===== config.mk =====
export PLATFORM = sky130hd
export DESIGN_NAME = address_decoder
export DESIGN_NICKNAME = d
export VERILOG_FILES = /design/src/verilog/periph_pkg.sv /design/src/verilog/address_decoder.sv
export SDC_FILE = /design/constraint.sdc
export NUM_CORES = 1
export LEC_CHECK = 0
export BUFFER_PORTS_ARGS = -buffer_cell sky130_fd_sc_hd__buf_2
export CAP_MARGIN = 20
export CORE_MARGIN = 2
export CORE_UTILIZATION = 39
export DETAILED_ROUTE_END_ITERATION = 8
export PLACE_DENSITY_LB_ADDON = 0.05
export SETUP_SLACK_MARGIN = 0.05
export SLEW_MARGIN = 20
export SYNTH_ARGS = -nofsm -noshare
export SYNTH_HDL_FRONTEND = slang
export SYNTH_SLANG_ARGS = --single-unit

===== constraint.sdc =====
create_clock -name vdp_clk -period 2.9 [get_ports vdp_clk]
set_input_delay 0 -clock vdp_clk [delete_from_list [all_inputs] [get_ports vdp_clk]]
set_output_delay 0 -clock vdp_clk [all_outputs]
set_load 0.02 [all_outputs]

===== src/verilog/periph_pkg.sv =====
// Shared definitions for the peripheral bus in the video clock domain.
// Holds the address map, the region codes and the packed structs that
// carry the processor request, the bus response and the decoded strobe.

`default_nettype none

package periph_pkg;

    // processor address width
    localparam int addr_width = 24;

    // copper RAM word address width
    localparam int cop_addr_width = 11;

    // region code taken from address bits 23..20
    typedef enum logic [3:0] {
        region_status = 4'd1,
        region_dsp    = 4'd2,
        region_pad    = 4'd3,
        region_copper = 4'd4
    } region_t;

    // processor memory port, held until ready is seen
    typedef struct packed {
        logic                  valid;
        logic [addr_width-1:0] address;
        logic [3:0]            wstrb;
        logic [31:0]           write_data;
    } bus_request_t;

    // read data is only meaningful while ready is high
    typedef struct packed {
        logic        ready;
        logic [31:0] read_data;
    } bus_response_t;

    // one-cycle decoded access, at most one enable set
    typedef struct packed {
        logic                  status_en;
        logic                  dsp_en;
        logic                  pad_en;
        logic                  copper_en;
        logic                  write;
        logic                  unmapped;
        logic [addr_width-1:0] address;
        logic [3:0]            wstrb;
        logic [31:0]           write_data;
    } periph_strobe_t;

endpackage

`default_nettype wire


===== src/verilog/address_decoder.sv =====
// Address decoder for the peripheral bus.
// Turns a held processor request into a single-cycle strobe for one region.
// With registered_inputs set the strobe comes one cycle later from a register.

`timescale 1ns/1ps
`default_nettype none

module address_decoder #(
    parameter bit registered_inputs = 1'b1
) (
    input  logic                       vdp_clk,
    input  logic                       vdp_reset,
    input  periph_pkg::bus_request_t   req,
    output periph_pkg::periph_strobe_t strobe
);

    periph_pkg::region_t        region;
    periph_pkg::periph_strobe_t strobe_next;
    logic                       busy;
    logic                       issue;

    assign region = periph_pkg::region_t'(req.address[periph_pkg::addr_width-1 -: 4]);

    // only the first cycle of a held request counts
    assign issue = req.valid && !busy;

    always_ff @(posedge vdp_clk) begin
        if (vdp_reset) begin
            busy <= 1'b0;
        end else if (!req.valid) begin
            busy <= 1'b0;
        end else if (issue) begin
            busy <= 1'b1;
        end
    end

    always_comb begin
        strobe_next            = '0;
        strobe_next.address    = req.address;
        strobe_next.wstrb      = req.wstrb;
        strobe_next.write_data = req.write_data;
        if (issue) begin
            strobe_next.write = |req.wstrb;
            case (region)
                periph_pkg::region_status: strobe_next.status_en = 1'b1;
                periph_pkg::region_dsp:    strobe_next.dsp_en    = 1'b1;
                periph_pkg::region_pad:    strobe_next.pad_en    = 1'b1;
                periph_pkg::region_copper: strobe_next.copper_en = 1'b1;
                // still answered so the processor does not hang
                default:                   strobe_next.unmapped  = 1'b1;
            endcase
        end
    end

    generate
        if (registered_inputs) begin : g_registered
            periph_pkg::periph_strobe_t strobe_q;

            always_ff @(posedge vdp_clk) begin
                strobe_q.address    <= strobe_next.address;
                strobe_q.wstrb      <= strobe_next.wstrb;
                strobe_q.write_data <= strobe_next.write_data;
                if (vdp_reset) begin
                    strobe_q.status_en <= 1'b0;
                    strobe_q.dsp_en    <= 1'b0;
                    strobe_q.pad_en    <= 1'b0;
                    strobe_q.copper_en <= 1'b0;
                    strobe_q.write     <= 1'b0;
                    strobe_q.unmapped  <= 1'b0;
                end else begin
                    strobe_q.status_en <= strobe_next.status_en;
                    strobe_q.dsp_en    <= strobe_next.dsp_en;
                    strobe_q.pad_en    <= strobe_next.pad_en;
                    strobe_q.copper_en <= strobe_next.copper_en;
                    strobe_q.write     <= strobe_next.write;
                    strobe_q.unmapped  <= strobe_next.unmapped;
                end
            end

            assign strobe = strobe_q;
        end else begin : g_combinational
            assign strobe = strobe_next;
        end
    endgenerate

endmodule

`default_nettype wire


# Yosys cells after proc, flatten, opt, wreduce, memory -nomap -nowiden
# Cells that the tools add are included.
[classes]
addsub = 0
n_mul = 0
div = 0
order_cmp = 0
eq_ne = 4
shift = 0
muxes = 5
n_bitwise = 2
n_reduce_logical = 6
[op_table]
columns = ["operator", "n"]
rows = [
  ["== test 4 x 2 -> 1 bit (second input constant)", 2],
  ["OR reduction 4 bit", 2],
  ["two-way mux 1 bit", 5],
  ["== test 4 x 1 -> 1 bit (second input constant)", 1],
  ["== test 4 x 3 -> 1 bit (second input constant)", 1],
  ["OR reduction 2 bit", 2],
  ["inverter 1 bit", 2],
  ["logical AND 1 bit", 1],
  ["zero test 1 bit", 1],
]
[word_totals]
ff_bits = 67
latch_bits = 0
mem_bits_rw = 0
rom_bits = 0
inputBits = 63
wordCells = 27
n_memories = 0

# Longest topological paths before layout
[depth]
word_depth = 4
mapped_depth = 3
mapped_depth_nobuf = 2

# Worst setup path before layout
# Ideal clock, no wire load.
[synth_path]
path_type = "flip-flop to flip-flop"
start = "register busy"
end = "register g_registered.strobe_q, in the netlist strobe[65]"
setup_ps = 87
arrival_time_ps = 1006
required_time_ps = 2813
setup_slack_ps = 1807
path_stages_with_launch = 4
n_path_buf = 1
period_less_slack_ps = 1093
path_cell_list = "dfxtp_1 > or3b_1 > buf_6 > nor4b_4"
[synth_via]
elab_chain_cells = 4
[synth_lines]
columns = ["item", "line", "text"]
rows = [
  ["start, declared", "address_decoder.sv:19", "logic busy;"],
  ["start signal, assigned", "address_decoder.sv:29", "busy <= 1'b0;"],
  ["start signal, assigned", "address_decoder.sv:31", "busy <= 1'b0;"],
  ["start signal, assigned", "address_decoder.sv:33", "busy <= 1'b1;"],
  ["zero test 1 bit", "address_decoder.sv:25", "assign issue = req.valid && !busy;"],
  ["logical AND 1 bit", "address_decoder.sv:25", ""],
  ["inverter 1 bit (no source line)", "--", ""],
  ["OR reduction 2 bit (no source line)", "--", ""],
  ["end, declared", "address_decoder.sv:57", "periph_pkg::periph_strobe_t strobe_q;"],
]
# No other way between the ends.
# A chain may end at the register's enable or synchronous reset.

# Worst setup path after layout
[layout_path]
start = "input vdp_reset"
end = "register g_registered.strobe_q, in the netlist strobe[64]"
[layout_via]
elab_chain_cells = 1
[layout_lines]
columns = ["item", "line", "text"]
rows = [
  ["start, declared", "address_decoder.sv:12", "input logic vdp_reset,"],
  ["OR reduction 2 bit (no source line)", "--", ""],
]
# No other way between the ends.

==> summary.md <==
| Metric | Value |
|---|---|
| Post-synth top cells | dfxtp_1 (67), inv_1 (2) |
| Pwr Density | between 600 and 700 nW/µm² |
| Distinct cells, synth | 17 |
| DP Wirelength | between 2000 and 2500 µm |
| Postcts setup bufs | 0 |
| Hold-fix buffers at CTS | 62 |
| Antenna violations before repair | 0 |
| Fill count | 204 |
| Synth Area in Simple Gates | 0.0743 |
| Tmin final | 1210 ps |
| Number of nets with antenna violations after routing | 0 |
| Clock skew | roughly 2.7 ps |
| Leak pwr | between 1 and 1.5 nW |
| Worst-Margin Slew | around 340 ps |
| Antenna cells | 0 |
| Synth Flop Type | dfxtp_1 |
| Die area | approximately 4300 µm² |
| Netlist Area Pre-Place | 1480 µm² |
| Synth-to-layout area growth | 103% |
| Syn_nets | 147 |
| Net Sw Power | between 0.0004 and 0.0005 W |
| CTS max path bufs | 2 |
| Critical Path Fanout Max | 6 |
| IO Port Bufs | roughly 130 |
| Fin. max-slew vios | 0 |
| Pin count of the biggest net entering global routing | 11 |
| DRC | 0 |
| Layout Utilization | 0.821 |
| CP bufs+invs | 2 |
| Multiplexer area fraction after synthesis | 0 |
| CTS tree | built |
| Fmax | 825 MHz |
| Clock sinks | 67 |
| Top-count cell post-synth | dfxtp_1 |
| Skew-Pair Late Insertion Delay | around 320 ps |
| Comb pwr share | 0.114 |
| Part of the power in registers | 0.489 |
| Worst path slowest cell | dlygate4sd3_1 |
| Final Routed Wirelength | 4490 µm |
| Post-synth top area share | 0.905 |
| Post-synth EDFFs | 0 |
| Worst path max stage delay | between 500 and 600 ps |
| First drt pass iteration count | 2 |
| Synthesized flop and latch total | between 60 and 70 |
| Crit path cell chain | dlygate4sd3_1 -> buf_2 -> or3b_1 -> nor4_2 |
| First-pass GRT wire length | about 6600 µm |
| Area leader, netlist | dfxtp_1 |
| Synth Area in Compound Gates | 0.00760 |
| Crit end category | register |
| Synth warnings | 0 |
| Worst rel slew slack | 0.774 |
| Clock root cell | clkbuf_8 |
| I/O pin total | roughly 130 |
| Worst hold path class | in -> reg |
| NumNets Final | approximately 350 |
| Die width | between 60 and 70 µm |
| Worst path required time | 3120 ps |
| Switching part of the total power | 0.215 |
| Worst setup SP type | input port |
| Vias in the first global route | about 1500 |
| VDD IR max | roughly 0.00044 V |
| Total power | between 0.002 and 0.0025 W |
| RSZ-0062 raised after global routing | false |
| Placed Area | roughly 2200 µm² |
| Routability cong. | a little under 0.7 |
| Ys async rst share | 0 |
| Hold Fails Final Rpt | 0 |
| Clock-pin slew on the worst setup and hold paths | 60 ps |
| Htree depth | 3 |
| CP top delay family | simple AND/OR/NAND/NOR gates |
| Initial DRC Count | 47 |
| Final period utilization | 0.418 |
| Num rows | 22 |
| Final setup fails | 0 |
| Post_cts resized | 0 |
| Post-synthesis adder-cell area fraction | 0 |
| Synth Area in XOR/XNOR | 0 |
| Largest cells by area after synthesis | dfxtp_1 (91%), nor4b_4 (1.6%), nor4_4 (1.4%) |
| Clock Power Share | 0.397 |
| Worst Setup Path Type | in -> reg |
| Vias post-DR | around 1400 |
| Core footprint | around 3700 µm² |
| Starting Density | 0.405 |
| Setup TNS | 0 ps |
| GR Overflow Total | 0 |
| Cts bufs inserted | 9 |
| Fin Hold WS | 256 ps |
| Sequential area share after synthesis | 0.905 |
| CP arrival | around 1400 ps |
| Final Instance Area | ~3000 µm² |
| Post-Syn Area per Cell | about 18 µm² |
| Routed WL per cell | roughly 13 µm |
| Cell Int Power | 0.00157 W |
| Cell count after synthesis | 84 |
| Vias per cell | ~4.2 |
| Max Cap Viol | 0 |
| Die height | approximately 66 µm |
| Fraction of layout cells with a size suffix above 1 | 0.507 |
| Overall Global Routing Usage | 0.217 |
| Status | finished, final reports clean |
| Largest family of logic cells by synthesized area | simple AND/OR/NAND/NOR gates |
tightest hold or removal path, delay by kind of cell:
kind          cells  cell delay [ps]
simple gates      2              430
buf+inv           1              100
final cells by class:
cell class              count  area, µm²  area share
clock buffers              14        183      0.0608
flip-flops and latches     67       1340       0.446
repair buffers            190       1260       0.420
inverters                   2       7.51     0.00250
multi-input cells          14        121      0.0404
clock inverters             1       30.0      0.0100
well taps                  48       60.1      0.0200
worst paths after layout:
path	from	end	slack, ps	cells past startpoint
worst min register to register	busy	strobe[62]	720	2
worst min-delay path	req[60]	strobe[62]	260	3
worst max-delay path	vdp_reset	strobe[64]	1690	4
worst max register to register	busy	strobe[64]	1710	2
placed cells by master (no fill, tap or decap), drive strengths merged, types with 2 or more instances in the layout:
master       instances
dlygate4sd3         62
nor4                 3
inv                  2
buf                128
dfxtp               67
clkbuf              14
power by group through the flow:
stage | logic, W | registers, W | clock network, W
4_1_cts | 0.000225 | 0.000978 | 0.000805
3_3_place_gp | 0.000158 | 0.000996 | 0
5_1_grt | 0.000244 | 0.000983 | 0.000859
6_report | 0.000229 | 0.000980 | 0.000794
2_1_floorplan | 0.0000105 | 0.00106 | 0
3_5_place_dp | 0.000160 | 0.000998 | 0
through the flow:
| step | instances | setup WS (ps) |
|---|---|---|
| 3_3_place_gp | 259 | 1740 |
| 4_1_cts | 336 | 1690 |
| 6_report | 336 | 1690 |
| 3_5_place_dp | 259 | 1710 |
| 2_1_floorplan | 84 | 1810 |
| 5_1_grt | 336 | 1640 |
logic make-up after synthesis:
| kind of cell | after synthesis |
|---|---|
| AND/OR/NAND/NOR | 12 |
| AO/OA/AOI/OAI | 2 |
| buffers and inverters | 3 |
| flip-flops | 67 |
routing by layer:
layer / vias up / GRT usage / routed length, µm
met5: - / 0 / 0
met4: 0 / 0.125 / 126
met3: 15 / 0.0839 / 406
met2: 86 / 0.409 / 2470
met1: 627 / 0.190 / 1490
li1: 669 / - / -
sequential cells by signal, summed over array words and instances, names as in the netlist:
| signal | flops |
|---|---|
| strobe | 66 |
| busy | 1 |
Note: power is estimated with default switching activity, not from simulation.
