$ cat src/verilog/periph_pkg.sv
// Shared definitions for the peripheral bus in the video clock domain.
// Holds the address map, the region codes and the packed structs that
// carry the processor request, the bus response and the decoded strobe.

`default_nettype none

package periph_pkg;

    // processor address width
    localparam int addr_width = 24;

    // copper RAM word address width
    localparam int cop_addr_width = 11;

    // region code taken from address bits 23..20
    typedef enum logic [3:0] {
        region_status = 4'd1,
        region_dsp    = 4'd2,
        region_pad    = 4'd3,
        region_copper = 4'd4
    } region_t;

    // processor memory port, held until ready is seen
    typedef struct packed {
        logic                  valid;
        logic [addr_width-1:0] address;
        logic [3:0]            wstrb;
        logic [31:0]           write_data;
    } bus_request_t;

    // read data is only meaningful while ready is high
    typedef struct packed {
        logic        ready;
        logic [31:0] read_data;
    } bus_response_t;

    // one-cycle decoded access, at most one enable set
    typedef struct packed {
        logic                  status_en;
        logic                  dsp_en;
        logic                  pad_en;
        logic                  copper_en;
        logic                  write;
        logic                  unmapped;
        logic [addr_width-1:0] address;
        logic [3:0]            wstrb;
        logic [31:0]           write_data;
    } periph_strobe_t;

endpackage

`default_nettype wire

$ cat src/verilog/dsp_multiplier.sv
// Memory mapped signed 16x16 multiplier.
// Address bit 2 picks operand a or b, a read returns the 32-bit product.

`timescale 1ns/1ps
`default_nettype none

module dsp_multiplier (
    input  logic                       vdp_clk,
    input  periph_pkg::periph_strobe_t strobe,
    output logic [31:0]                product
);

    logic signed [15:0] mult_a;
    logic signed [15:0] mult_b;
    logic               dsp_write;

    assign dsp_write = strobe.dsp_en && strobe.write;

    // flat enables so the operand registers fold into the MAC block
    always_ff @(posedge vdp_clk) begin
        if (dsp_write && !strobe.address[2]) begin
            mult_a <= strobe.write_data[15:0];
        end

        if (dsp_write && strobe.address[2]) begin
            mult_b <= strobe.write_data[15:0];
        end

        // product register free runs
        product <= 32'(mult_a * mult_b);
    end

endmodule

`default_nettype wire

$ cat config.mk
export PLATFORM = sky130hd
export DESIGN_NAME = dsp_multiplier
export DESIGN_NICKNAME = d
export VERILOG_FILES = /design/src/verilog/periph_pkg.sv /design/src/verilog/dsp_multiplier.sv
export SDC_FILE = /design/constraint.sdc
export NUM_CORES = 1
export LEC_CHECK = 0
export BUFFER_PORTS_ARGS = -buffer_cell sky130_fd_sc_hd__clkbuf_2
export CAP_MARGIN = 20
export CELL_PAD_IN_SITES_DETAIL_PLACEMENT = 0
export CELL_PAD_IN_SITES_GLOBAL_PLACEMENT = 1
export CORE_ASPECT_RATIO = 1.5
export CORE_UTILIZATION = 40
export DETAILED_ROUTE_END_ITERATION = 10
export PLACE_DENSITY = 0.69
export SYNTH_ARGS = -nofsm -noshare
export SYNTH_HDL_FRONTEND = slang
export SYNTH_SLANG_ARGS = --single-unit
$ cat constraint.sdc
create_clock -name vdp_clk -period 6.9 [get_ports vdp_clk]
set_input_delay 1.035 -clock vdp_clk [delete_from_list [all_inputs] [get_ports vdp_clk]]
set_output_delay 1.035 -clock vdp_clk [all_outputs]
set_load 0.1 [all_outputs]
After elaboration in Yosys (flattened, before gate mapping)
Index checks and enable logic that the tools add are counted.
- $mul: 1
- reductions and logical operators: 4
- operator list (kind ; number):
    $mul 16x16->32 ; 1
    $logic_and 1x1->1 ; 3
    $logic_not 1->1 ; 1
- output and inout bits: 32
- bits in registers: 64
- word-level logic and storage cells: 8
- input bits: 67

Logic depth before layout (Yosys ltp)
Gate-level depths: netlist of the first run.
- depth in word-level cells: 2
- gate-level depth with buffers: 22
- gate-level depth less buffers: 21

Worst setup path before layout of the first run
Ideal clock, no wire load.
- path kind: reg-to-reg
- from: reg mult_a[15]
- to: reg product[30]
- cell stages (with the launch flop): 21
- setup slack: 0.962 ns
- library setup time: 0.133 ns
- arrival time: 5.805 ns
- data required time: 6.767 ns
- cells stage by stage: edfxtp_1 clkbuf_1 nand2_1 inv_1 fa_1 fa_1 fa_1 fa_1 fa_1 inv_1 fa_1 inv_1 ha_1 and3_1 and3_1 and3_1 o211ai_2 a21oi_2 o31ai_2 mux2i_1 o2111ai_1
- longest elaborated chain between the ends: 1
- RTL lines (item ; RTL line ; source):
    start: declaration ; dsp_multiplier.sv:13 ; logic signed [15:0] mult_a;
    start signal: assignment ; dsp_multiplier.sv:22 ; mult_a <= strobe.write_data[15:0];
    $mul 16x16->32 ; dsp_multiplier.sv:30 ; product <= 32'(mult_a * mult_b);
    end signal: assignment ; dsp_multiplier.sv:30 ;
    end: declaration ; dsp_multiplier.sv:10 ; output logic [31:0] product
No other way between the ends.
A chain may end at the register's enable or synchronous reset.

Final worst setup path of the first run
- from: reg mult_b[2]
- to: reg product[30]
- longest elaborated chain between the ends: 1
- RTL lines (item ; RTL line ; source):
    start: declaration ; dsp_multiplier.sv:14 ; logic signed [15:0] mult_b;
    start signal: assignment ; dsp_multiplier.sv:26 ; mult_b <= strobe.write_data[15:0];
    $mul 16x16->32 ; dsp_multiplier.sv:30 ;
No other way between the ends.

==> results of run 1 <==
flip-flops by register name, indices dropped and copies added (netlist names):
register	flops
mult_b	16
product	32
mult_a	16
through the flow:
| stage | hold slack (ns) | utilization | area, µm² | instances | setup WS [ns] |
|---|---|---|---|---|---|
| 5_1_grt | 0.789 | 0.446 | 12500 | 1558 | 0.0583 |
| 2_1_floorplan | 0.522 | - | 11400 | 1158 | 0.962 |
| 6_report | 0.734 | 0.446 | 12500 | 1558 | 0.388 |
| 3_3_place_gp | 0.738 | 0.433 | 12100 | 1541 | 0.318 |
| 3_5_place_dp | 0.736 | 0.433 | 12100 | 1541 | 0.286 |
| 4_1_cts | 0.757 | 0.445 | 12500 | 1557 | 0.261 |
cell usage after synthesis (all sizes together), types with 15 or more instances:
master	n	area share
inv	295	0.097
fa	262	0.46
nand2	130	0.043
and2	125	0.069
ha	82	0.090
dfxtp	32	0.056
edfxtp	32	0.084
nor2	31	0.010
clkbuf	29	0.0095
a21oi	26	0.012
xnor2	25	0.019
o21ai	15	0.0066
worst paths after layout:
check,from,end,slack [ns],cells after the start
worst min register to register,mult_a[0],product[0],0.73,2
worst min-delay path,mult_a[0],product[0],0.73,2
worst max-delay path,mult_b[2],product[30],0.39,20
worst max register to register,mult_b[2],product[30],0.39,20
routing by layer:
metal / vias up / GRT usage / share of wire
met5: - / 0 / 0
li1: 3496 / - / -
met2: 114 / 0.379 / 0.58
met3: 51 / 0.0261 / 0.022
met4: 0 / 0.0894 / 0.039
met1: 3913 / 0.208 / 0.36
cells by family (layout without fill, tap and decap cells):
family          count (synthesis)  after routing  synth area share
fa+ha+maj                     344            344             0.548
xor+xnor                       30             30            0.0230
mux                             1              1          0.000875
compound gates                 73             73            0.0426
flops                          64             64             0.140
simple gates                  319            319             0.138
buf+inv                       327            381             0.107
final cells by class:
cell class                      count  share of cell area
Timing Repair Buffer               70              0.0328
Inverter                          295              0.0885
Clock buffer                        9              0.0180
Clock inverter                      7              0.0100
Multi-Input combinational cell    767               0.688
Tap cell                          346              0.0346
Sequential cell                    64               0.128
repair_timing:
| action | 4_1_cts | 5_1_grt |
|---|---|---|
| hold buffers | 0 | 0 |
| setup endpoints to repair | 0 | 1 |
| setup buffers | 0 | 1 |
| gates resized for setup | 0 | 0 |
worst max-delay path, delay by kind of cell (launching register included):
kind / cells / cell delay [ns]
adders and majority gates: 7 / 3.52
DFF: 1 / 0.76
AOI/OAI and AO/OA: 6 / 1.05
and+or+nand+nor: 2 / 0.41
muxes: 1 / 0.22
buffers and inverters: 4 / 0.41
==> flow_summary.rst, run 1 <==
.. list-table::
   :header-rows: 1

   * - Metric
     - Value
   * - Unrepaired setup endpoints after global routing
     - false
   * - Sink count of the clock tree
     - 64
   * - Area used by sequential logic in the layout
     - about 1600 µm²
   * - Number of fill cells in the layout
     - about 2.8k
   * - IO buf count
     - between 50 and 60
   * - Final global-route overflow total
     - 0
   * - Register clock-pin slew on the reported worst setup and hold paths
     - 0.06 ns
   * - Max Cap Viol
     - 0
   * - Gate count of the mapped netlist
     - between 1k and 1.5k
   * - Die boundary width
     - ~140 µm
   * - Yosys warning count
     - 0
   * - Worst clock skew
     - 0.00814 ns
   * - Max-slew violation count
     - 0
   * - Antenna-violating nets left
     - 0
   * - Total routing usage reported by global routing
     - 0.196
   * - First-pass detailed-route iteration total
     - 4
   * - Dominant register cell in the synthesized netlist
     - sky130_fd_sc_hd__edfxtp_1
   * - Nature of the critical path startpoint
     - register
   * - Final Hold Fails
     - 0
   * - Actual transition at the worst max-transition pin
     - roughly 0.75 ns
   * - TNS Setup
     - 0 ns
   * - Distinct cell type count of the synthesized netlist
     - 47
   * - Routed via count divided by cell count
     - ~4.9
   * - Final RePlAce weighted congestion
     - 0.811
   * - Slew HR
     - 0.498
   * - Maximum net fanout on the critical path
     - 16
   * - DRC viols
     - 0
   * - Post-synth design cell area
     - between 10000 and 15000 µm²
   * - Pin count of the biggest net entering global routing
     - 17
   * - Count of H-tree levels built during CTS
     - 3
   * - Flip-flop and latch count after synthesis
     - 64
   * - Cell type of the slowest stage on the worst timing path
     - sky130_fd_sc_hd__edfxtp_1
   * - Full die area
     - about 29000 µm²
   * - Clock tree from TritonCTS
     - done
   * - Category of the worst setup path capture point
     - register
   * - Total CTS buffers
     - 9
   * - Wirelength, routed
     - 26.0 mm
   * - Final period util
     - 0.944
   * - Clock insertion delay at the later pin of the skew report
     - ~0.37 ns
   * - Layout Area Growth over Synthesis
     - 9.39%
   * - Post-Synthesis Mean Instance Area
     - 9.88 µm²
   * - Initial cell density of the core
     - 0.408
   * - Io pins
     - 99
   * - Total nets after synthesis
     - around 1.6k
   * - Die height
     - around 210 µm
   * - Placeable core area
     - about 28000 µm²
   * - Post-detail-place hpwl
     - about 22 mm
   * - Longest Clk Path Bufs
     - 2
   * - Required time of the worst setup path
     - around 7.2 ns
   * - Fin nets
     - 1618
   * - Status
     - finished clean
   * - Maximum single-stage delay on the critical path
     - 0.76 ns
   * - Number of design-rule violations left by the first detailed-router iteration
     - roughly 220
   * - Upper clock frequency limit
     - between 150 and 200 MHz
   * - Post-synth ARST share
     - 0
   * - Fraction of final layout cells sized beyond drive strength 1
     - 0.0784
   * - Most frequent cell on the critical path
     - sky130_fd_sc_hd__fa_1
   * - Hold Path Class
     - register to register
   * - Initial antenna violation count
     - 0
   * - Most common library cell in the layout ignoring fill and taps
     - sky130_fd_sc_hd__inv_1
   * - Via count of the first global-routing pass
     - between 8k and 9k
   * - Wire length of the first global-routing pass
     - ~43 mm
   * - CTS Root Cell
     - sky130_fd_sc_hd__clkbuf_16
   * - Crit path kind
     - register to register
   * - Antenna Diode Count
     - 0
   * - Sequential-to-total area share from yosys stat
     - 0.140
   * - Cell-by-cell listing of the critical path
     - nand2_1 > inv_1 > fa_1 > fa_1 > fa_1 > fa_1 > fa_1 > inv_1 > fa_1 > inv_1 > ha_1 > and3_1 > a21oi_1 > o21ai_0 > a21oi_1 > buf_4 > a21oi_2 > o31ai_2 > mux2i_1 > o2111ai_1
   * - WL/cell
     - 16.7 µm
   * - Count of endpoints failing setup in the final report
     - 0
   * - Arr. time, crit path
     - just under 7 ns
   * - Most frequent cells in the layout
     - sky130_fd_sc_hd__inv_1, sky130_fd_sc_hd__fa_1, sky130_fd_sc_hd__nand2_1, sky130_fd_sc_hd__and2_1, sky130_fd_sc_hd__ha_1
   * - FP Rows
     - between 70 and 80
   * - Minimum period implied by the final worst setup slack
     - between 6 and 7 ns
   * - Via count of the routed design
     - 7574
   * - Post-synth EDFFs
     - 32
   * - Total area of multi-input combinational cells
     - 8610 µm²
Power of run 1 is not shown: default switching activity piles up to over one toggle a cycle in this logic, so the estimate is an artifact.
==> inputs of run 2 (changes only) <==
--- a/config.mk
+++ b/config.mk
@@ -10,9 +10,10 @@
 export CELL_PAD_IN_SITES_DETAIL_PLACEMENT = 0
 export CELL_PAD_IN_SITES_GLOBAL_PLACEMENT = 1
 export CORE_ASPECT_RATIO = 1.5
-export CORE_UTILIZATION = 40
+export CORE_UTILIZATION = 35
 export DETAILED_ROUTE_END_ITERATION = 10
-export PLACE_DENSITY = 0.69
+export PLACE_DENSITY = 0.62
+export RECOVER_POWER = 100
 export SYNTH_ARGS = -nofsm -noshare
 export SYNTH_HDL_FRONTEND = slang
 export SYNTH_SLANG_ARGS = --single-unit
==> flow_summary.rst, run 2 (same netlist as run 1, synthesis figures left out) <==
.. list-table::
   :header-rows: 1

   * - Metric
     - Value
   * - Status
     - finished clean (unchanged)
   * - Met2 routed WL
     - 15.7 mm (was 15.0 mm)
   * - Antenna Diode Count
     - 0 (unchanged)
   * - Pin count of the biggest net entering global routing
     - 17 (unchanged)
   * - FP Rows
     - 80 (was 75)
   * - Clock insertion delay at the later pin of the skew report
     - 0.37 ns (about the same)
   * - Most common library cell in the layout ignoring fill and taps
     - sky130_fd_sc_hd__inv_1 (unchanged)
   * - Count of endpoints failing setup in the final report
     - 0 (unchanged)
   * - Hold Path Class
     - register to register (unchanged)
   * - Origin of the worst setup path
     - mult_b[2] (unchanged)
   * - Final RePlAce weighted congestion
     - 0.805 (was 0.811)
   * - Via count of the routed design
     - 7564 (was 7574)
   * - Register clock-pin slew on the reported worst setup and hold paths
     - 0.07 ns (was 0.06 ns)
   * - Die boundary width
     - 150 µm (was 140 µm)
   * - Wire length of the first global-routing pass
     - 44.4 mm (was 43.0 mm)
   * - Number of fill cells in the layout
     - 3296 (was 2757)
   * - Most frequent cells in the layout
     - sky130_fd_sc_hd__inv_1, sky130_fd_sc_hd__fa_1, sky130_fd_sc_hd__nand2_1, sky130_fd_sc_hd__and2_1, sky130_fd_sc_hd__ha_1 (unchanged)
   * - R2R Path Start
     - mult_b[2] (unchanged)
   * - Worst clock skew
     - 0.0112 ns (was 0.00814 ns)
   * - Routed via count divided by cell count
     - 4.65 (was 4.86)
   * - Clock tree from TritonCTS
     - done (unchanged)
   * - Max FFs per register
     - 32 (unchanged)
   * - Crit path kind
     - register to register (unchanged)
   * - Minimum setup slack among reg-to-reg paths
     - 0.32 ns (was 0.39 ns)
   * - Post-detail-place hpwl
     - 22.7 mm (was 21.6 mm)
   * - Slew HR
     - 0.206 (was 0.498)
   * - Post_cts resized
     - 0 (unchanged)
   * - Fraction of final layout cells sized beyond drive strength 1
     - 0.0394 (was 0.0784)
   * - Fin nets
     - 1624 (was 1618)
   * - Count of H-tree levels built during CTS
     - 3 (unchanged)
   * - Required time of the worst setup path
     - 7.15 ns (about the same)
   * - IO buf count
     - 51 (unchanged)
   * - WL/cell
     - 16.5 µm (was 16.7 µm)
   * - Category of the worst setup path capture point
     - register (unchanged)
   * - Metal1 wirelength
     - 9.93 mm (was 9.37 mm)
   * - First-pass detailed-route iteration total
     - 4 (unchanged)
   * - TNS Setup
     - 0 ns (unchanged)
   * - Upper clock frequency limit
     - 152 MHz (was 154 MHz)
   * - Top routing layer in use
     - met4 (unchanged)
   * - CTS Root Cell
     - sky130_fd_sc_hd__clkbuf_16 (unchanged)
   * - Via count of the first global-routing pass
     - 8464 (was 8307)
   * - Final global-route overflow total
     - 0 (unchanged)
   * - Nature of the critical path startpoint
     - register (unchanged)
   * - Final period util
     - 0.953 (was 0.944)
   * - Placeable core area
     - 32000 µm² (was 28100 µm²)
   * - Wirelength, routed
     - 26.9 mm (was 26.0 mm)
   * - Longest Clk Path Bufs
     - 2 (unchanged)
   * - Total CTS buffers
     - 9 (unchanged)
   * - Io pins
     - 99 (unchanged)
   * - Total routing usage reported by global routing
     - 0.179 (was 0.196)
   * - Initial cell density of the core
     - 0.357 (was 0.408)
   * - Met3 WL
     - 516 µm (was 563 µm)
   * - Hold path startpoint
     - mult_b[1] (was mult_a[0])
   * - Full die area
     - 33400 µm² (was 29300 µm²)
   * - Sink count of the clock tree
     - 64 (unchanged)
   * - Minimum hold slack
     - 0.824 ns (was 0.734 ns)
   * - Layout Area Growth over Synthesis
     - 9.63% (was 9.39%)
   * - Register bank with the most flops
     - product (unchanged)
   * - Max Cap Viol
     - 0 (unchanged)
   * - Max-slew violation count
     - 0 (unchanged)
   * - Unrepaired setup endpoints after global routing
     - false (unchanged)
   * - Die height
     - 223 µm (was 209 µm)
   * - Initial antenna violation count
     - 0 (unchanged)
   * - Antenna-violating nets left
     - 0 (unchanged)
   * - DRC viols
     - 0 (unchanged)
   * - Minimum period implied by the final worst setup slack
     - 6.58 ns (was 6.51 ns)
   * - Actual transition at the worst max-transition pin
     - 1.20 ns (was 0.754 ns)
   * - Maximum net fanout on the critical path
     - 16 (unchanged)
   * - Arr. time, crit path
     - 6.82 ns (was 6.76 ns)
   * - Number of design-rule violations left by the first detailed-router iteration
     - 254 (was 218)
   * - Regs by FF count
     - product (32), mult_a (16), mult_b (16) (unchanged)
   * - Final Hold Fails
     - 0 (unchanged)
## run 2: worst paths after layout
| path | endpoint | cells after the start |
|---|---|---|
| hold / removal | product[1] | 3 |
| setup / recovery | product[30] | 19 |
| hold reg to reg | product[1] | 3 |
| setup reg to reg | product[30] | 19 |
## run 2: cell type report
cell class,instances,area [µm²],share of cell area
Multi-Input combinational cell,767,8590,0.685
Inverter,295,1110,0.0883
Sequential cell,64,1600,0.128
Clock inverter,7,104,0.00828
Timing Repair Buffer,76,403,0.0321
Clock buffer,9,225,0.0180
Tap cell,410,513,0.0409
## run 2: critical path, stage by stage, from the launching register on
cell	delay (ns)
sky130_fd_sc_hd__edfxtp_1	0.66
sky130_fd_sc_hd__nand2_1	0.23
sky130_fd_sc_hd__inv_1	0.08
sky130_fd_sc_hd__fa_1	0.74
sky130_fd_sc_hd__fa_1	0.50
sky130_fd_sc_hd__fa_1	0.49
sky130_fd_sc_hd__fa_1	0.50
sky130_fd_sc_hd__fa_1	0.49
sky130_fd_sc_hd__inv_1	0.05
sky130_fd_sc_hd__fa_1	0.48
sky130_fd_sc_hd__inv_1	0.04
sky130_fd_sc_hd__ha_1	0.36
sky130_fd_sc_hd__and3_1	0.22
sky130_fd_sc_hd__and3_1	0.23
sky130_fd_sc_hd__and3_1	0.21
sky130_fd_sc_hd__o211ai_2	0.17
sky130_fd_sc_hd__a21oi_1	0.19
sky130_fd_sc_hd__o31ai_1	0.45
sky130_fd_sc_hd__mux2i_1	0.23
sky130_fd_sc_hd__o2111ai_1	0.12
## run 2: routing by layer
| layer | GRT usage | vias up |
|---|---|---|
| li1 | - | 3511 |
| met1 | 0.193 | 3910 |
| met2 | 0.347 | 108 |
| met3 | 0.0188 | 35 |
| met4 | 0.0681 | 0 |
| met5 | 0 | - |
## run 2: what timing repair did
| action | CTS | global route |
|---|---|---|
| buffers inserted | 0 | 2 |
| endpoints found under the setup margin | 0 | 1 |
| hold buffers | 0 | 0 |
## run 2: metrics by stage
step / area [µm²] / std cells / worst slack [ns] / util
after detailed placement: 12300 / 1610 / 0.350 / 0.383
after global placement: 12300 / 1610 / 0.359 / 0.383
final: 12500 / 1628 / 0.324 / 0.391
after CTS: 12600 / 1626 / 0.306 / 0.393
after floorplan: 11400 / 1158 / 0.962 / -
after global routing: 12500 / 1628 / 0.0193 / 0.391
Power of run 2 is left out for the same reason.
