## config.mk

```make
export PLATFORM = sky130hd
export DESIGN_NAME = gamepad_reader
export DESIGN_NICKNAME = d
export VERILOG_FILES = /design/src/verilog/periph_pkg.sv /design/src/verilog/gamepad_reader.sv
export SDC_FILE = /design/constraint.sdc
export NUM_CORES = 1
export LEC_CHECK = 0
export BUFFER_PORTS_ARGS = -buffer_cell sky130_fd_sc_hd__buf_2
export CAP_MARGIN = 20
export CORE_MARGIN = 3
export CORE_UTILIZATION = 29
export CTS_BUF_LIST = sky130_fd_sc_hd__clkbuf_4 sky130_fd_sc_hd__clkbuf_8
export DETAILED_ROUTE_END_ITERATION = 6
export PLACE_DENSITY = 0.88
export SYNTH_ARGS = -nofsm -noshare
export SYNTH_HDL_FRONTEND = slang
export SYNTH_SLANG_ARGS = --single-unit
```

## constraint.sdc

```tcl
create_clock -name vdp_clk -period 1.4 [get_ports vdp_clk]
set_input_delay 0.07 -clock vdp_clk [delete_from_list [all_inputs] [get_ports vdp_clk]]
set_output_delay 0.07 -clock vdp_clk [all_outputs]
set_load 0.01 [all_outputs]
```

## src/verilog/periph_pkg.sv

```systemverilog
// Shared definitions for the peripheral bus in the video clock domain.
// Holds the address map, the region codes and the packed structs that
// carry the processor request, the bus response and the decoded strobe.

`default_nettype none

package periph_pkg;

    // processor address width
    localparam int addr_width = 24;

    // copper RAM word address width
    localparam int cop_addr_width = 11;

    // region code taken from address bits 23..20
    typedef enum logic [3:0] {
        region_status = 4'd1,
        region_dsp    = 4'd2,
        region_pad    = 4'd3,
        region_copper = 4'd4
    } region_t;

    // processor memory port, held until ready is seen
    typedef struct packed {
        logic                  valid;
        logic [addr_width-1:0] address;
        logic [3:0]            wstrb;
        logic [31:0]           write_data;
    } bus_request_t;

    // read data is only meaningful while ready is high
    typedef struct packed {
        logic        ready;
        logic [31:0] read_data;
    } bus_response_t;

    // one-cycle decoded access, at most one enable set
    typedef struct packed {
        logic                  status_en;
        logic                  dsp_en;
        logic                  pad_en;
        logic                  copper_en;
        logic                  write;
        logic                  unmapped;
        logic [addr_width-1:0] address;
        logic [3:0]            wstrb;
        logic [31:0]           write_data;
    } periph_strobe_t;

endpackage

`default_nettype wire

```

## src/verilog/gamepad_reader.sv

```systemverilog
// Mock gamepad built from three board buttons.
// The processor drives latch and pad clock through pad_ctrl and reads the
// serial data bit, the same way it would talk to a real pad shift register.

`timescale 1ns/1ps
`default_nettype none

module gamepad_reader (
    input  logic                       vdp_clk,
    input  logic                       vdp_reset,
    input  periph_pkg::periph_strobe_t strobe,
    input  logic                       btn1,
    input  logic                       btn2,
    input  logic                       btn3,
    output logic [1:0]                 pad_data
);

    logic [1:0]  pad_ctrl;
    logic [15:0] pad_state;
    logic        pad_latch;
    logic        pad_clk;
    logic        pad_clk_r;

    assign pad_latch = pad_ctrl[0];
    assign pad_clk   = pad_ctrl[1];

    always_ff @(posedge vdp_clk) begin
        if (vdp_reset) begin
            pad_ctrl  <= 2'b00;
            pad_clk_r <= 1'b0;
        end else begin
            if (strobe.pad_en && strobe.write) begin
                pad_ctrl <= strobe.write_data[1:0];
            end
            pad_clk_r <= pad_clk;
        end
    end

    always_ff @(posedge vdp_clk) begin
        // left, right and B buttons
        if (pad_latch) begin
            pad_state <= {8'b0, btn1, btn3, 5'b0, btn2};
        end

        // shift on rising pad clock
        if (pad_clk && !pad_clk_r) begin
            pad_state <= {1'b0, pad_state[15:1]};
        end
    end

    // second data line unused on the mock
    assign pad_data = {1'b0, pad_state[0]};

endmodule

`default_nettype wire

```

## Yosys cells after proc, flatten, opt, wreduce, memory -nomap -nowiden

Cells that the tools add are included.

- Bits in registers: 11
- Logic and storage cells: 10

- Mux-type cells: 2
- Reduce and logical (&&, ||, !) cells: 4

Operators with widths:

| kind | count |
|---|---|
| 8-bit 2-to-1 mux | 1 |
| 7-bit 2-to-1 mux | 1 |
| 1-bit logical AND | 2 |
| 2-bit nonzero test | 1 |
| 1-bit logical NOT | 1 |

## Longest topological paths before layout

Gate-level depths: netlist of run 1.

- Depth in word-level cells: 3
- Depth in mapped cells: 3

## Worst setup path before layout of run 1

No wires, ideal clock.

- Path type: register -> register
- Start point: register pad_ctrl[1]
- End point: register pad_state[0] (enable)
- Setup time: 330 ps
- Arrival time: 784 ps
- Data required time: 1070 ps
- Slack: 286 ps
- Cell stages (with the launch flop): 4
- Clock period less this slack: 1114 ps
- Cells stage by stage: dfxtp_1 nor2b_4 buf_6 or2_1

- Cells in the longest elaborated chain, start to end: 2

Ends and longest elaborated chain:

| element | line | text |
|---|---|---|
| from (decl) | gamepad_reader.sv:18 | `logic [1:0] pad_ctrl;` |
| from (signal assigned) | gamepad_reader.sv:33 | `pad_ctrl <= strobe.write_data[1:0];` |
| 1-bit logical AND | gamepad_reader.sv:46 | `if (pad_clk && !pad_clk_r) begin` |
| 2-bit nonzero test (no line) | - |  |
| to (signal assigned) | gamepad_reader.sv:42 | `pad_state <= {8'b0, btn1, btn3, 5'b0, btn2};` |
| to (signal assigned) | gamepad_reader.sv:47 | `pad_state <= {1'b0, pad_state[15:1]};` |
| to (decl) | gamepad_reader.sv:19 | `logic [15:0] pad_state;` |

Every way passes these cells.
A chain may end at the register's enable or synchronous reset.

## Final worst setup path of run 1

- Start point: register pad_ctrl[1]
- End point: register pad_state[6] (data pin)

- Cells in the longest elaborated chain, start to end: 2

Ends and longest elaborated chain:

| element | line |
|---|---|
| 1-bit logical AND | gamepad_reader.sv:46 |
| 7-bit 2-to-1 mux | gamepad_reader.sv:46 |

Every way passes these cells.

==> results of run 1 <==
-- flip-flops by register name, summed over array words and instances, names as in the netlist --
register,count
pad_state,8
pad_ctrl,2
pad_clk_r,1
-- layout make-up --
| class | instances | area [um2] | share of cell area |
|---|---|---|---|
| Multi-Input combinational cell | 18 | 152.6 | 0.2785 |
| Clock buffer | 4 | 30.03 | 0.05479 |
| Tap cell | 16 | 20.02 | 0.03653 |
| Timing Repair Buffer | 9 | 45.04 | 0.08219 |
| Sequential cell | 11 | 300.3 | 0.5479 |
-- layer usage --
metal / track usage / vias to the layer above
li1: - / 124
met1: 0.07820 / 118
met2: 0.1264 / 13
met3: 0.04688 / 0
met4: 0.01705 / 0
met5: 0 / -
-- synth_stat cells --
master	instances	share of area
mux2_4	2	0.063
nand3_1	1	0.010
nand2_1	1	0.0079
buf_4	2	0.031
nor2b_1	1	0.013
a21bo_2	1	0.021
or2_1	1	0.013
conb_1	1	0.0079
nor2b_2	1	0.018
mux2_2	1	0.024
edfxtp_1	8	0.50
dfxtp_1	3	0.13
and2b_2	1	0.018
and2_2	5	0.079
nor2b_4	1	0.029
buf_6	1	0.024
a21oi_1	1	0.010
-- timing repair --
action                     in CTS  in global routing
resized for setup               0                  1
hold endpoints to repair        0                  0
setup endpoints to repair       0                  1
-- power groups by stage --
stage	sequential, W	combinational [W]	clock (W)
finish	0.000373	0.0000547	0.000230
global route	0.000375	0.0000611	0.000255
CTS	0.000374	0.0000533	0.000239
detailed placement	0.000381	0.0000531	0
global placement	0.000380	0.0000495	0
floorplan	0.000379	0.0000398	0
-- worst reg2reg max path, cell delays in order (launching register included) --
cell,delay [ps]
dfxtp_1,320
nor2b_4,260
mux2_4,320
-- cell families (layout without fill, tap and decap cells) --
group / after synthesis / in the layout
and+or+nand+nor: 12 / 12
DFF: 11 / 11
muxes: 3 / 3
buffers and inverters: 3 / 13
AOI/OAI and AO/OA: 2 / 2
other: 1 / 1
-- per-stage QoR --
step | util | total power [W]
3_5_place_dp | 0.3383 | 0.0004338
2_1_floorplan | - | 0.0004187
6_report | 0.3596 | 0.0006582
3_3_place_gp | 0.3383 | 0.0004294
5_1_grt | 0.3596 | 0.0006909
4_1_cts | 0.3580 | 0.0006661
-- path summary, 6_finish.rpt --
path,startpoint,endpoint,depth (start not counted)
min reg2reg,pad_ctrl[1]$_SDFFE_PP0P_,pad_clk_r$_SDFF_PP0_,1
min,vdp_reset,pad_ctrl[0]$_SDFFE_PP0P_,2
max reg2reg,pad_ctrl[1]$_SDFFE_PP0P_,pad_state[6]$_DFFE_PP_,2
max,pad_ctrl[1]$_SDFFE_PP0P_,pad_state[6]$_DFFE_PP_,2
==> qor.yml, run 1 <==
routing:
  postRouteAntennaNets: 0
  top_layer: "met3"
  firstDrtPassIters: 1
  routed_wl_um: 680
  dr.first_iter.drc_count: 0
  viasPerCell: 4.397
  routed-wl-met3_um: 56
  wl_per_cell_um: 11.72
  vias: 255
  wl_met2_um: 315
  met1_length_um: 308
  drc: 0
logic_synthesis:
  ys_ff_latch: 11
  syn-cell-area_um2: 476.7
  synth_top_family_by_area: "simple AND/OR/NAND/NOR gates"
  ys_seq_area_frac: 0.6299
  synth.area.mux_share: 0.08661
  syn-num-nets: 103
  syn-mean-instance-area_um2: 14.90
  yosysWarnings: 0
  synthDistinctLibCells: 17
  synth-simple-area-share: 0.1890
  synth_xor_area_frac: 0
  synth_compound_area_frac: 0.03150
  synth_cells: 32
  synthAdderAreaFrac: 0
sta:
  setup-tns-final_ps: 0
  hold_ws_ps: 13.81
  post-route-period-util: 0.8230
  fin_skew_ps: 6.103
  final_max_slew_viol_count: 0
  postLayoutSetupSlackWorst_ps: 247.7
  fin_crit_ps: 1152
  final-setup-viol-count: 0
  rsz0062_at_grt: "false"
  finalHoldViolCount: 0
  fmax_mhz: 867.9
floorplanning:
  die_y_um: 46.55
  die_w_um: 46.55
  num_rows: 14
  core_um2: 1524
  start_util: 0.3128
  dieArea_um2: 2166
  io_pins: 73
power:
  power_leakage_nw: 0.2222
  comb_power_share: 0.083
  intPower_w: 0.0005285
  peakVddDrop_mv: 0.7800
  p_switching_w: 0.0001297
  swShare: 0.1971
  pwr_density_cell_nw_per_um2: 1201
  p_seq_frac: 0.567
  power_frac_clock: 0.350
run_status:
  status: "finished clean"
layout:
  finalInstanceArea_um2: 548.0
  area_delta_synth_final_pct: 14.96
  drive_gt1_frac: 0.6190
  fill_cells: 154
  final_cell_mix: "9 x buf_2, 8 x edfxtp_1, 5 x and2_2"
  final_common_cell: "buf_2"
  fin_cells: 58
  n_antenna_cell: 0
  fin_nets: 114
worst_setup_path:
  crit_arrival_ps: 1160
  crit_chain: "nor2b_4, mux2_4"
  path_buf_inv: 0
  worst-path-max-fanout: 9
  start_kind: "register"
  critPathKind: "reg2reg"
  critPathTopFamily: "flip-flops"
  end_kind: "register"
  worstPathRequired_ps: 1410
  rrSetupSlack_ps: 250
  cpMaxStageDelayCell: "dfxtp_1"
  max_stage_delay_ps: 320
global_routing:
  grt_pass1_vias: 272
  grt_max_degree: 10
  antenna_found_initial: 0
  grt_first_pass_wirelength_um: 1090
  overflow: 0
  grt_util_all_layers: 0.07502
clock_tree:
  clkSinkCount: 11
  postCtsHoldBufs: 0
  cts_buffer_depth: 2
  h-tree-depth: 1
  cts_made_buffers: 3
  clk_pin_slew_ps: 60
  cts-root-buf: "clkbuf_4"
  clock_latency_ps: 260
  postCtsSetupBuffers: 0
  cts_tree: "yes"
placement:
  dp.cells: 54
  gp_congestion: 0.6138
  port_buffers: 9
  dpl-instance-area_um2: 515.5
  post-place-ws_ps: 119.3
flow_run:
  cap_viol_max_count: 0
min_path:
  hold_class: "in2reg"
No activity file was read; power rests on OpenSTA's default activity.
==> run 2: changes to the inputs <==
- ABC_AREA: not set -> 1
- CORE_UTILIZATION: 29 -> 28
- PLACE_DENSITY: 0.88 -> 0.87
- clock period: 1.4 -> 1.15 ns (I/O delays scaled with it)
==> run 2 against run 1 <==
  * Clock power is 22% higher
  * Combinational power is 43% higher
  * Cell area is 0.23% higher
  * Clock skew hardly changed
  * Core utilization is 3.3 points higher
==> qor.yml, run 2 <==
run_status:
  status: "finished clean"
logic_synthesis:
  synth_compound_area_frac: 0
  synth_edf_count: 8
  ys_top_cells_by_area: "edfxtp_1 53%, dfxtp_1 13%, nand2_1 9.9%, nor2_1 9.1%, inv_1 8.3%"
  async_flop_share: 0
  syn-num-nets: 120
  ys_ff_latch: 11
  synthDistinctLibCells: 9
  synth_xor_area_frac: 0
  synth_largest_area_cell: "edfxtp_1"
  syn-mean-instance-area_um2: 9.244
  syn-cell-area_um2: 452.9
  synth_cells: 49
  synth_top_cell_area_share: 0.5304
  synth.area.mux_share: 0
  synthTopCellsByCount: "12 x nand2_1, 11 x nor2_1, 10 x inv_1, 8 x edfxtp_1, 3 x dfxtp_1"
  ys_seq_area_frac: 0.6630
  synth.most_common_cell: "nand2_1"
  yosysWarnings: 0
  ys.flop_type: "edfxtp_1"
  synth_top_family_by_area: "simple AND/OR/NAND/NOR gates"
  synth-simple-area-share: 0.2044
  synthAdderAreaFrac: 0
floorplanning:
  start_util: 0.3238
  die_w_um: 46.22
  core_um2: 1399
  io_pins: 73
  dieArea_um2: 2136
  die_y_um: 46.22
  num_rows: 13
sta:
  fin_crit_ps: 989.7
  rsz0062_at_grt: "false"
  final-setup-viol-count: 0
  post-route-period-util: 0.8606
  final_max_slew_viol_count: 0
  finalHoldViolCount: 0
  fin_skew_ps: 5.656
  fmax_mhz: 1010
  setup-tns-final_ps: 0
  hold_ws_ps: 22.20
clock_tree:
  clk_pin_slew_ps: 60
  h-tree-depth: 1
  cts_buffer_depth: 2
  cts_resized: 0
  cts-root-buf: "clkbuf_4"
  postCtsSetupBuffers: 0
  clock_latency_ps: 260
  clkSinkCount: 11
  cts_made_buffers: 3
  postCtsHoldBufs: 1
  cts_tree: "yes"
worst_setup_path:
  end_kind: "register"
  cpMaxStageDelayCell: "dfxtp_1"
  crit_chain: "nand2_2, nand2_1"
  path_buf_inv: 0
  worst-path-max-fanout: 8
  critPathKind: "reg2reg"
  critPathTopFamily: "flip-flops"
  max_stage_delay_ps: 340
  crit_arrival_ps: 920
  worstPathRequired_ps: 1080
  start_kind: "register"
global_routing:
  grt_first_pass_wirelength_um: 1055
  overflow: 0
  antenna_found_initial: 0
  grt_max_degree: 9
  grt_pass1_vias: 274
  grt_util_all_layers: 0.07532
routing:
  drc: 0
  wl_per_cell_um: 8.857
  firstDrtPassIters: 2
  vias: 307
  viasPerCell: 3.987
  dr.first_iter.drc_count: 2
  postRouteAntennaNets: 0
  routed_wl_um: 682
layout:
  fin_nets: 134
  seq_area_um2: 300.3
  drive_gt1_frac: 0.2581
  final_common_cell: "nand2_1"
  largestRegisters: "pad_state x8, pad_ctrl x2, pad_clk_r x1"
  fill_cells: 147
  fin_cells: 77
  regMostFlops: "pad_state"
  largest_register_ffs: 8
  area_delta_synth_final_pct: 21.27
  final_cell_mix: "12 x nand2_1, 11 x nor2_1, 10 x inv_1"
  n_antenna_cell: 0
  multi_input_area_um2: 96.34
flow_run:
  cap_viol_max_count: 0
power:
  peakVddDrop_mv: 0.6498
  power_leakage_nw: 0.2779
  pwr_density_cell_nw_per_um2: 1508
placement:
  dp_hpwl_um: 501.1
  port_buffers: 9
  gp_congestion: 0.6639
  dp.cells: 72
min_path:
  hold_class: "in2reg"
[run 2: cell count changes in the layout (fill, tap and decap cells not counted), sizes merged, moves of 3 or more]
cell,previous run,this run
inv,0,11
and2,5,0
nand2,1,13
nor2b,3,0
mux2,3,0
nor2,0,11
[run 2: kinds of logic after synthesis]
kind of cell,Yosys count
flops,11
other cells,1
simple gates,24
buf+inv,13
[run 2: worst paths after layout]
check,from,end,slack [ps],cells past startpoint
setup / recovery,pad_ctrl[1]$_SDFFE_PP0P_,pad_state[3]$_SDFFCE_PN0P_,160,2
hold / removal,strobe[1],pad_ctrl[1]$_SDFFE_PP0P_,20,3
setup reg to reg,pad_ctrl[1]$_SDFFE_PP0P_,pad_state[3]$_SDFFCE_PN0P_,160,2
hold reg to reg,pad_ctrl[1]$_SDFFE_PP0P_,pad_clk_r$_SDFF_PP0_,460,2
[run 2: through the flow]
stage	total power, W	area, um2	setup WS, ps	utilization
global placement	0.0005499	509.2	179.0	0.3640
global route	0.0008628	549.3	77.54	0.3927
CTS	0.0008373	549.3	144.7	0.3927
detailed placement	0.0005552	509.2	152.0	0.3640
finish	0.0008285	549.3	160.3	0.3927
floorplan	0.0005293	452.9	174.4	-
[run 2: power by group]
part	switching [W]	leakage [nW]	internal (W)
Combinational	0.0000471	0.157	0.0000310
Sequential	0.00000791	0.102	0.000462
Clock	0.000123	0.0184	0.000158
Total	0.000178	0.278	0.000650
[run 2: routing by layer]
layer,part of all wire,global-route usage,up-vias
li1,-,-,166
met1,0.44,0.08633,131
met2,0.48,0.1071,10
met3,0.079,0.02734,0
met4,0,0.06818,0
met5,0,0,-
[run 2: cell type report]
class / count / area share
Clock buffer: 4 / 0.05467
Inverter: 11 / 0.07517
Tap cell: 15 / 0.03417
Timing Repair Buffer: 11 / 0.1139
Multi-Input combinational cell: 25 / 0.1754
Sequential cell: 11 / 0.5467
[run 2: worst register-to-register path, stage by stage (launching register included)]
cell     delay [ps]
dfxtp_1         340
nand2_2          60
nand2_1         260
==> run 3: changes to the inputs <==
- REMOVE_ABC_BUFFERS: not set -> 1
==> run 3 against run 2 <==
  * Via count up 2.3%
  * Final cell count stayed put
  * Cell area did not move
  * Total power increased by 1.9%
  * Flip-flop and latch count did not move
  * Non-clock buffer count did not move
  * Combinational power up 2%
  * Die area stayed put
  * Maximum frequency fell by 3.3%
  * Setup slack got worse by 34 ps
  * Register-to-register slack got worse by 30 ps
  * Count of clock-buffer cells in the layout did not move
  * Critical path type unchanged
==> qor.yml, run 3 (synthesis results as in run 2) <==
routing:
  postRouteAntennaNets: 0
  drc: 0
  routed_wl_um: 754
  vias: 314
  dr.first_iter.drc_count: 4
  firstDrtPassIters: 2
  viasPerCell: 4.078
  wl_per_cell_um: 9.792
worst_setup_path:
  rr_endpoint: "pad_state[5]$_SDFFCE_PN0P_"
  cpMaxStageDelayCell: "dfxtp_1"
  path_buf_inv: 1
  crit_arrival_ps: 960
  critPathKind: "reg2reg"
  reg2reg_depth: 3
  worstPathRequired_ps: 1090
  worst-path-max-fanout: 8
  rrSetupSlack_ps: 130
  critPathTopFamily: "simple AND/OR/NAND/NOR gates"
  max_stage_delay_ps: 300
  start_kind: "register"
  crit_chain: "inv_1, nand2_2, nand2_1"
  cp.depth: 3
  end_kind: "register"
  crit_start: "pad_clk_r$_SDFF_PP0_"
  r2r-start: "pad_clk_r$_SDFF_PP0_"
global_routing:
  use_met1: 0.09903
  grt_first_pass_wirelength_um: 1373
  grt_max_degree: 9
  antenna_found_initial: 0
  grt_util_met3: 0.03516
  top_usage_layer: "met2"
  grt_util_all_layers: 0.09960
  gr-usage-met2: 0.1621
  grt_pass1_vias: 342
  overflow: 0
floorplanning:
  io_pins: 73
  die_y_um: 46.22
  dieArea_um2: 2136
  start_util: 0.3238
  num_rows: 13
  die_w_um: 46.22
  core_um2: 1399
clock_tree:
  cts_buffer_depth: 2
  cts_made_buffers: 3
  cts-root-buf: "clkbuf_4"
  clk_pin_slew_ps: 70
  h-tree-depth: 1
  cts_tree: "yes"
  clock_latency_ps: 280
  clkSinkCount: 11
min_path:
  hold_class: "in2reg"
  hold_end: "pad_ctrl[0]$_SDFFE_PP0P_"
  hold_path_depth: 3
  min_from: "strobe[0]"
sta:
  fin_crit_ps: 1023
  rsz0062_at_grt: "false"
  final-setup-viol-count: 0
  post-route-period-util: 0.8900
  setup-tns-final_ps: 0
  fmax_mhz: 977.1
  final_max_slew_viol_count: 0
  fin_skew_ps: 6.046
  finalHoldViolCount: 0
power:
  power_frac_clock: 0.348
  swShare: 0.2289
  power_w: 0.0008441
  p_seq_frac: 0.557
  pwr_density_cell_nw_per_um2: 1537
  power_leakage_nw: 0.2779
  peakVddDrop_mv: 0.5490
  comb_power_share: 0.094
  intPower_w: 0.0006509
  p_switching_w: 0.0001932
layout:
  final_cell_mix: "12 x nand2_1, 11 x nor2_1, 10 x inv_1"
  regMostFlops: "pad_state"
  fin_nets: 134
  largestRegisters: "pad_state x8, pad_ctrl x2, pad_clk_r x1"
  final_common_cell: "nand2_1"
  largest_register_ffs: 8
  fin_cells: 77
  area_delta_synth_final_pct: 21.27
  fill_cells: 153
  n_antenna_cell: 0
  drive_gt1_frac: 0.2581
placement:
  gp_congestion: 0.7103
  dp_hpwl_um: 512.4
  port_buffers: 9
  dp.cells: 72
run_status:
  status: "finished clean"
flow_run:
  cap_viol_max_count: 0
[run 3: worst max path at each step]
stage                            endpoint  slack (ps)
5_1_grt        pad_state[3]$_SDFFCE_PN0P_          70
3_5_place_dp       pad_state[0]$_DFFE_PP_         140
4_1_cts        pad_state[2]$_SDFFCE_PN0P_         120
3_3_place_gp       pad_state[0]$_DFFE_PP_         180
6_report       pad_state[5]$_SDFFCE_PN0P_         130
2_1_floorplan      pad_state[0]$_DFFE_PP_         170
[run 3: worst min-delay path, stage by stage]
cell and delay (ps):
buf_2 80, nor2_1 30, nor2_1 80
[run 3: through the flow]
step	hold slack, ps	worst slack [ps]	utilization	cell area, um2
3_5_place_dp	247.5	143.6	0.3640	509.2
5_1_grt	30.46	66.33	0.3927	549.3
2_1_floorplan	129.9	174.4	-	437.9
4_1_cts	4.400	120.2	0.3927	549.3
3_3_place_gp	234.9	184.7	0.3640	509.2
6_report	9.570	126.5	0.3927	549.3
[run 3: area by class of cell]
cell class                 instances  area [um2]  share of cell area
sequential                        11       300.3              0.5467
multi-input combinational         25       96.34              0.1754
timing repair buffer              11       62.56              0.1139
inverter                          11       41.29             0.07517
clock buffer                       4       30.03             0.05467
tap                               15       18.77             0.03417
[run 3: what timing repair did]
action	CTS	global route
hold endpoints to repair	1	0
resized for setup	0	0
hold buffers	1	0
buffers inserted	0	0
[run 3: layer usage]
metal	routed length, um	share of wire	vias up
li1	-	-	167
met1	308	0.41	131
met2	359	0.48	13
met3	61	0.081	3
met4	25	0.033	0
met5	0	0	-
[run 3: power by group through the flow]
stage / Sequential (W) / Clock [W] / Combinational (W)
floorplan: 0.000478 / 0 / 0.0000447
global placement: 0.000478 / 0 / 0.0000726
detailed placement: 0.000479 / 0 / 0.0000766
CTS: 0.000471 / 0.000302 / 0.0000805
global route: 0.000474 / 0.000312 / 0.0000940
finish: 0.000471 / 0.000294 / 0.0000797
